==> src/hw/cm_pkg.sv <==
// ----------------------------------------
// control memory layout for the block-end unit
// the PC splits into a group index and low bits
// modules take their default widths from here
// ----------------------------------------

package cm_pkg;

    // width of the program counter and of branch targets
    localparam int PC_WIDTH    = 8;

    // low PC bits compared with the match value, log2 of the group size
    localparam int LSB_WIDTH   = 3;

    // the upper PC bits address the control memory, one entry per group
    localparam int GROUP_WIDTH = PC_WIDTH - LSB_WIDTH;

    typedef logic [PC_WIDTH-1:0]    pc_t;
    typedef logic [LSB_WIDTH-1:0]   lsb_t;
    typedef logic [GROUP_WIDTH-1:0] group_t;

endpackage

==> src/hw/pipe_pkg.sv <==
// ----------------------------------------
// pipeline stage numbers of the fetch unit
// shared by the RTL and the testbench model
// ----------------------------------------

package pipe_pkg;

    // match value and registered PC bits meet here
    localparam int MATCH_STAGE  = 1;

    // stages that carry the early and the final block-end flag
    localparam int EARLY_STAGE  = 2;
    localparam int FINAL_STAGE  = 3;

    // depth of the flag line from the compare to the early flag
    localparam int EARLY_DELAY  = FINAL_STAGE - MATCH_STAGE - 1;

    // the target leaves the control memory in the match stage
    // and has to wait until the final flag
    localparam int TARGET_DELAY = FINAL_STAGE - MATCH_STAGE;

endpackage

==> src/hw/delay_line.sv <==
// ----------------------------------------
// fixed-depth register chain for any payload
// set DEPTH and payload_t at the instance
// ----------------------------------------

`timescale 1ns/1ps

module delay_line #(
    parameter int  DEPTH     = 1,
    parameter type payload_t = logic
) (
    input  logic     clock,
    input  logic     rst,
    input  payload_t in_data,
    output payload_t out_data
);

    // ----------------------------------------
    // register chain
    // ----------------------------------------

    // stage 0 takes the input and the last stage drives the output
    payload_t stages [DEPTH];

    always_ff @(posedge clock) begin
        if (rst) begin
            // clear every stage so that flags start inactive
            for (int i = 0; i < DEPTH; i++) begin
                stages[i] <= '0;
            end
        end else begin
            stages[0] <= in_data;
            // each stage takes the value of the one before it
            for (int i = 1; i < DEPTH; i++) begin
                stages[i] <= stages[i-1];
            end
        end
    end

    // the payload appears DEPTH cycles after it entered
    assign out_data = stages[DEPTH-1];

endmodule

==> src/hw/control_memory.sv <==
// ----------------------------------------
// control memory with one entry per aligned group
// each entry holds the block-end offset and target
// read is registered and loads come from outside
// ----------------------------------------

`timescale 1ns/1ps

module control_memory
    import cm_pkg::*;
#(
    parameter int GROUP_WIDTH = $bits(group_t),
    parameter int LSB_WIDTH   = $bits(lsb_t),
    parameter int PC_WIDTH    = $bits(pc_t)
) (
    input  logic                   clock,
    input  logic                   write,
    input  logic [GROUP_WIDTH-1:0] write_addr,
    input  logic [LSB_WIDTH-1:0]   write_match,
    input  logic [PC_WIDTH-1:0]    write_target,
    input  logic [GROUP_WIDTH-1:0] read_addr,
    output logic [LSB_WIDTH-1:0]   match,
    output logic [PC_WIDTH-1:0]    target
);

    localparam int ENTRIES = 2 ** GROUP_WIDTH;

    // match is an offset inside the group, so together with the group
    // index it names exactly one absolute address
    logic [LSB_WIDTH-1:0] match_mem  [ENTRIES];
    logic [PC_WIDTH-1:0]  target_mem [ENTRIES];

    // a bit per entry that turns to one on its first load
    logic [ENTRIES-1:0]   loaded;

    // ----------------------------------------
    // load port and registered read
    // ----------------------------------------

    // a read in the same cycle as a load returns the old entry
    always_ff @(posedge clock) begin
        if (write) begin
            match_mem[write_addr]  <= write_match;
            target_mem[write_addr] <= write_target;
            loaded[write_addr]     <= 1'b1;
        end
        match  <= match_mem[read_addr];
        target <= target_mem[read_addr];
    end

    // an entry that has been loaded must come out fully defined
    // on the cycle after its read
    read_defined: assert property (@(posedge clock)
        loaded[read_addr] === 1'b1 |=> !$isunknown({match, target}));

endmodule

==> src/hw/basic_block_end.sv <==
// ----------------------------------------
// block-end comparator of the fetch unit
// compares registered low PC bits with the match
// value and delays the result to stages 2 and 3
// ----------------------------------------

`timescale 1ns/1ps

module basic_block_end
    import cm_pkg::*;
    import pipe_pkg::*;
#(
    parameter int LSB_WIDTH = $bits(lsb_t)
) (
    input  logic                 clock,
    input  logic                 rst,
    input  logic [LSB_WIDTH-1:0] pc_lsb,
    input  logic                 pc_valid,
    input  logic [LSB_WIDTH-1:0] match,
    output logic                 block_end_stage_2,
    output logic                 block_end_stage_3
);

    // valid bit on top of the low PC bits
    typedef logic [LSB_WIDTH:0] tagged_lsb_t;

    tagged_lsb_t          lsb_tagged_reg;
    logic                 pc_valid_reg;
    logic [LSB_WIDTH-1:0] pc_lsb_reg;
    logic                 block_end_raw;

    // ----------------------------------------
    // stage 0
    // ----------------------------------------

    // match already leaves the control memory registered once
    // so the PC bits need just one register to line up with it
    delay_line #(.DEPTH(1), .payload_t(tagged_lsb_t)) stage_0 (
        .clock    (clock),
        .rst      (rst),
        .in_data  ({pc_valid, pc_lsb}),
        .out_data (lsb_tagged_reg)
    );

    assign {pc_valid_reg, pc_lsb_reg} = lsb_tagged_reg;

    // held cycles never raise a flag since their valid bit is low
    assign block_end_raw = pc_valid_reg && (pc_lsb_reg == match);

    // ----------------------------------------
    // stages 1 to 3
    // ----------------------------------------

    delay_line #(.DEPTH(EARLY_DELAY), .payload_t(logic)) stages_1_2 (
        .clock    (clock),
        .rst      (rst),
        .in_data  (block_end_raw),
        .out_data (block_end_stage_2)
    );

    delay_line #(.DEPTH(1), .payload_t(logic)) stage_3 (
        .clock    (clock),
        .rst      (rst),
        .in_data  (block_end_stage_2),
        .out_data (block_end_stage_3)
    );

    // the final flag trails the compare by the distance from the match
    // stage to the final stage, across both flag lines
    final_follows_compare: assert property (@(posedge clock) disable iff (rst)
        block_end_stage_3 == $past(block_end_raw, FINAL_STAGE - MATCH_STAGE));

endmodule

==> src/hw/pc_sequencer.sv <==
// ----------------------------------------
// program counter of the fetch unit
// steps through code while run is high and
// jumps to the target on a final block end
// ----------------------------------------

`timescale 1ns/1ps

module pc_sequencer
    import cm_pkg::*;
    import pipe_pkg::*;
#(
    parameter int PC_WIDTH = $bits(pc_t)
) (
    input  logic                clock,
    input  logic                rst,
    input  logic                run,
    input  logic                block_end,
    input  logic [PC_WIDTH-1:0] target,
    output logic [PC_WIDTH-1:0] pc,
    output logic                pc_valid
);

    typedef logic [PC_WIDTH-1:0] target_t;

    target_t target_final;

    // ----------------------------------------
    // target alignment
    // ----------------------------------------

    // the target comes out of the control memory with the match value
    // and has to wait until the flag reaches the final stage
    delay_line #(.DEPTH(TARGET_DELAY), .payload_t(target_t)) target_line (
        .clock    (clock),
        .rst      (rst),
        .in_data  (target),
        .out_data (target_final)
    );

    // ----------------------------------------
    // PC register
    // ----------------------------------------

    // pc_valid is run registered alongside the PC
    // an address counts as issued in a cycle where pc_valid is high,
    // so the PC moves past it only then and no address issues twice
    always_ff @(posedge clock) begin
        if (rst) begin
            pc       <= '0;
            pc_valid <= 1'b0;
        end else begin
            pc_valid <= run;
            if (block_end) begin
                // delay slots behind the block end have already issued
                pc <= target_final;
            end else if (pc_valid) begin
                // wraps around at the top of the address space
                pc <= pc + 1'b1;
            end
        end
    end

    // once run has been low, the PC holds unless a block end loads it
    pc_holds: assert property (@(posedge clock) disable iff (rst)
        !run ##1 !block_end |=> $stable(pc));

endmodule

==> src/hw/block_end_top.sv <==
// ----------------------------------------
// top level of the block-end fetch unit
// ties the PC sequencer, the control memory and
// the block-end comparator together
// ----------------------------------------

`timescale 1ns/1ps

module block_end_top
    import cm_pkg::*;
#(
    parameter  int PC_WIDTH    = $bits(pc_t),
    parameter  int LSB_WIDTH   = $bits(lsb_t),
    localparam int GROUP_WIDTH = PC_WIDTH - LSB_WIDTH
) (
    input  logic                   clock,
    input  logic                   rst,
    input  logic                   run,

    // control memory load port
    input  logic                   cm_write,
    input  logic [GROUP_WIDTH-1:0] cm_addr,
    input  logic [LSB_WIDTH-1:0]   cm_match,
    input  logic [PC_WIDTH-1:0]    cm_target,

    output logic [PC_WIDTH-1:0]    pc,
    output logic                   block_end_early,
    output logic                   block_end
);

    logic                   pc_valid;
    logic [GROUP_WIDTH-1:0] pc_group;
    logic [LSB_WIDTH-1:0]   pc_lsb;
    logic [LSB_WIDTH-1:0]   match;
    logic [PC_WIDTH-1:0]    target;

    // ----------------------------------------
    // address split
    // ----------------------------------------

    // upper bits pick the group entry and low bits go to the compare
    assign pc_group = pc[PC_WIDTH-1:LSB_WIDTH];
    assign pc_lsb   = pc[LSB_WIDTH-1:0];

    // ----------------------------------------
    // instances
    // ----------------------------------------

    // the final flag loops back to load the branch target
    pc_sequencer #(.PC_WIDTH(PC_WIDTH)) pc_sequencer_inst (
        .clock     (clock),
        .rst       (rst),
        .run       (run),
        .block_end (block_end),
        .target    (target),
        .pc        (pc),
        .pc_valid  (pc_valid)
    );

    control_memory #(
        .GROUP_WIDTH (GROUP_WIDTH),
        .LSB_WIDTH   (LSB_WIDTH),
        .PC_WIDTH    (PC_WIDTH)
    ) control_memory_inst (
        .clock        (clock),
        .write        (cm_write),
        .write_addr   (cm_addr),
        .write_match  (cm_match),
        .write_target (cm_target),
        .read_addr    (pc_group),
        .match        (match),
        .target       (target)
    );

    // stage 2 gives the early flag and stage 3 the final one
    basic_block_end #(.LSB_WIDTH(LSB_WIDTH)) basic_block_end_inst (
        .clock             (clock),
        .rst               (rst),
        .pc_lsb            (pc_lsb),
        .pc_valid          (pc_valid),
        .match             (match),
        .block_end_stage_2 (block_end_early),
        .block_end_stage_3 (block_end)
    );

endmodule

==> config.mk <==
export PLATFORM = sky130hd
export DESIGN_NAME = block_end_top
export DESIGN_NICKNAME = d
export VERILOG_FILES = /design/src/hw/cm_pkg.sv /design/src/hw/pipe_pkg.sv /design/src/hw/delay_line.sv /design/src/hw/control_memory.sv /design/src/hw/basic_block_end.sv /design/src/hw/pc_sequencer.sv /design/src/hw/block_end_top.sv
export SDC_FILE = /design/constraint.sdc
export NUM_CORES = 1
export LEC_CHECK = 0
export BUFFER_PORTS_ARGS = -buffer_cell sky130_fd_sc_hd__buf_2
export CORE_MARGIN = 3
export CORE_UTILIZATION = 50
export CTS_CLUSTER_DIAMETER = 30
export CTS_CLUSTER_SIZE = 10
export DETAILED_ROUTE_END_ITERATION = 16
export PLACE_DENSITY_LB_ADDON = 0.15
export REMOVE_ABC_BUFFERS = 1
export SYNTH_ARGS = -nofsm -noshare
export SYNTH_HDL_FRONTEND = slang
export SYNTH_SLANG_ARGS = --single-unit
export TNS_END_PERCENT = 30
==> constraint.sdc <==
create_clock -name clock -period 4.9 [get_ports clock]
set_input_delay 0.735 -clock clock [delete_from_list [all_inputs] [get_ports clock]]
set_output_delay 0.735 -clock clock [all_outputs]
set_load 0.05 [all_outputs]
==> flow_summary.ini <==
[drt]
viasPerCell = 5.83
initialDrtViolationCount = 634
drtAntennaViolNets = 0
wl_um = 32400
firstDrtPassIters = 5
drcViolationCount = 0
vias = 7533
routedWlPerCell_um = 25.1

[clock_network]
post_cts_resized = 0
cts-root-buf = clkbuf_16
htree_levels = 3
clock-sinks = 394
clkTransAtPathRegs_ns = 0.05
clockBufferDepth = 3
clk_latency_ns = 0.57
postCtsSetupBuffers = 0
cts_hold_buf = 0
numCtsBuffers = 76
cts_tree = built

[global_route]
grt_overflow = 0
grt_max_degree = 65
grt_pass1_wl_um = 49800
antenna_found_initial = 0
grt_usage_pct = 20.3
grt_pass1_vias = 7901

[synthesis]
synth_top_area_share_pct = 70.0
synth.cell_area_sq_um = 15100
synth.yosys.seq_area_share_pct = 75.6
synth_warnings = 0
synth_cell_types = 39
yosys-top-cells-area = edfxtp_1 (70%), mux4_2 (9.8%), dfxtp_1 (5.6%), mux2_2 (2.4%), mux2i_1 (2.3%)
postSynthAreaPerCell_sq_um = 19.5
synth_top_area_cell = edfxtp_1
synthCells = 774
yosys_register_bits = 394

[timing]
post-route-period-util_pct = 56.9
rsz0062_at_grt = no
hold_violations = 0
fin_tns_setup_ns = 0
setup_viol = 0
max_freq_mhz = 358
min_period_ns = 2.79
worstMarginPinSlew_ns = 1.34
clock_skew_ns = 0.0180
slew_viol_final = 0
max_slew_margin_pct = 10.5

[layout]
drive_gt1_share_pct = 30.2
reg_top3 = control_memory_inst.target_mem: 256 flops, control_memory_inst.match_mem: 96 flops, pc_sequencer_inst.target_line.stages: 16 flops
syn2layout_area_growth_pct = 20.3
nFillCells = 2041
regMostFlops = control_memory_inst.target_mem
finalNetCount = 866
seqCellArea_sq_um = 11400
largest_reg_flops = 256
diodes = 0
multi_input_area_sq_um = 3390
finalNonFillerCells = 1292

[power]
pwr-share-comb_pct = 1.5
ir_drop_mv = 0.351
power.switching_mw = 1.89
power_frac_seq_pct = 41.0
power.density_nw_per_um2 = 501
intPower_mw = 7.21
p_leak_nw = 5.77
clkPwrFrac_pct = 57.5
switching_share_pct = 20.7

[hold_path]
worstHoldPathType = in -> reg

[worst_setup_path]
critPathKind = reg -> reg
path_cells = buf_4 -> mux4_2 -> mux2i_1 -> o2111ai_1 -> o31a_1
startpoint_type = register
end_kind = register
cp.arrival_ns = 3.23
path_max_fanout = 54
cp_slowest_cell = dfxtp_4
max_stage_delay_ns = 0.98
cp.required_ns = 5.34

[placed_design]
gp_congestion = 0.783
dp_hpwl_um = 18800
dp.cells = 1151
io_buffers = 29

[floorplanning]
ios = 30
start_util_pct = 51.6
die-area_sq_um = 32300
fp.dieH_um = 180
core_area_sq_um = 29200
die_w_um = 180
num_rows = 62

[status]
status = finished clean

[run]
drv_cap = 0
==> stage by stage <==
stage	cell area, sq um	hold WS [ns]	util [%]	setup slack [ns]	power, mW
6_report	18100	0.401	62.1	2.11	9.10
3_5_place_dp	15500	0.424	53.0	2.00	3.93
3_3_place_gp	15500	0.434	53.0	2.05	3.92
2_1_floorplan	14800	0.414	-	0.877	3.84
4_1_cts	18100	0.385	62.1	2.04	9.18
5_1_grt	18100	0.419	62.1	1.88	9.37
==> final cells by class <==
| class | instances | area share [%] |
|---|---|---|
| inverter | 2 | 0.0414 |
| clock buffer | 84 | 10.8 |
| timing repair buffer | 37 | 1.13 |
| sequential | 394 | 62.9 |
| tap | 384 | 2.65 |
| multi-input combinational | 334 | 18.7 |
| clock inverter | 57 | 3.74 |
==> cells in the final DEF, fill, tap and decap left out, types with 6 or more instances in the layout <==
master,n
o2111ai_1,11
edfxtp_1,352
clkbuf_16,77
mux4_2,66
mux2_2,32
o21ai_0,11
clkinv_4,6
clkinvlp_4,11
a211oi_1,14
buf_2,29
buf_4,8
clkinv_1,6
o31a_1,11
nor2b_1,22
a22oi_1,11
clkbuf_1,6
inv_6,9
nor2_1,62
nand3_1,15
clkinv_2,10
mux2i_1,34
dfxtp_1,38
nand3b_1,6
bufinv_16,10
nand2_1,7
==> power by group through the flow <==
stage	Sequential [mW]	Clock [mW]	Combinational, mW
3_5_place_dp	3.79	0	0.139
5_1_grt	3.73	5.49	0.149
6_report	3.73	5.23	0.138
3_3_place_gp	3.79	0	0.134
4_1_cts	3.73	5.31	0.140
2_1_floorplan	3.79	0	0.0476
==> cell usage after synthesis, drive strengths merged <==
cell type and count:
buf 30, mux4 66, o31a 11, inv 2
edfxtp 352, o2111ai 11, xnor2 4, nand4 2
or3b 3, mux2 33, nor2b 22, a311oi 2
mux2i 34, nand2 7, or3 3, nor2 62
ha 1, nand3 16, nand2b 1, nor3 3
o21ai 13, a21oi 3, dfxtp 42, nor3b 1
xor2 4, and2 1, a22oi 11, a211oi 14
clkbuf 14, nand3b 6
==> routing by layer <==
metal  track usage [%]  wire, um  share of wire, %  vias up
met1              28.9     14300                44     3897
met3              5.30      2230               6.9       58
met4              7.27       848               2.6        0
li1                  -         -                 -     3304
met2              30.9     15000                46      274
met5                 0         0                 0        -
==> critical path, delay by kind of cell (launching register included) <==
| family | cells | cell delay, ns |
|---|---|---|
| flops | 1 | 0.98 |
| compound gates | 2 | 0.36 |
| mux | 2 | 0.80 |
| buf+inv | 1 | 0.46 |
==> kinds of logic after synthesis <==
| group | Yosys count | synth area share [%] |
|---|---|---|
| buffers and inverters | 46 | 1.93 |
| multiplexers | 133 | 14.6 |
| adder cells (fa/ha/maj) | 1 | 0.0829 |
| XOR/XNOR | 8 | 0.464 |
| AO/OA/AOI/OAI | 65 | 3.17 |
| flip-flops | 394 | 75.6 |
| AND/OR/NAND/NOR | 127 | 4.19 |
==> worst paths after layout <==
| check | startpoint | cells past startpoint | end | slack (ns) |
|---|---|---|---|---|
| min reg2reg | pc_sequencer_inst.target_line.stages[0][6] | 1 | pc_sequencer_inst.target_line.stages[0][14] | 0.43 |
| min | run | 2 | pc_sequencer_inst.pc_valid | 0.40 |
| max | pc_sequencer_inst.pc[4] | 5 | control_memory_inst.match[1] | 2.11 |
| max reg2reg | pc_sequencer_inst.pc[4] | 5 | control_memory_inst.match[1] | 2.11 |
(Power assumes the default switching activity.)
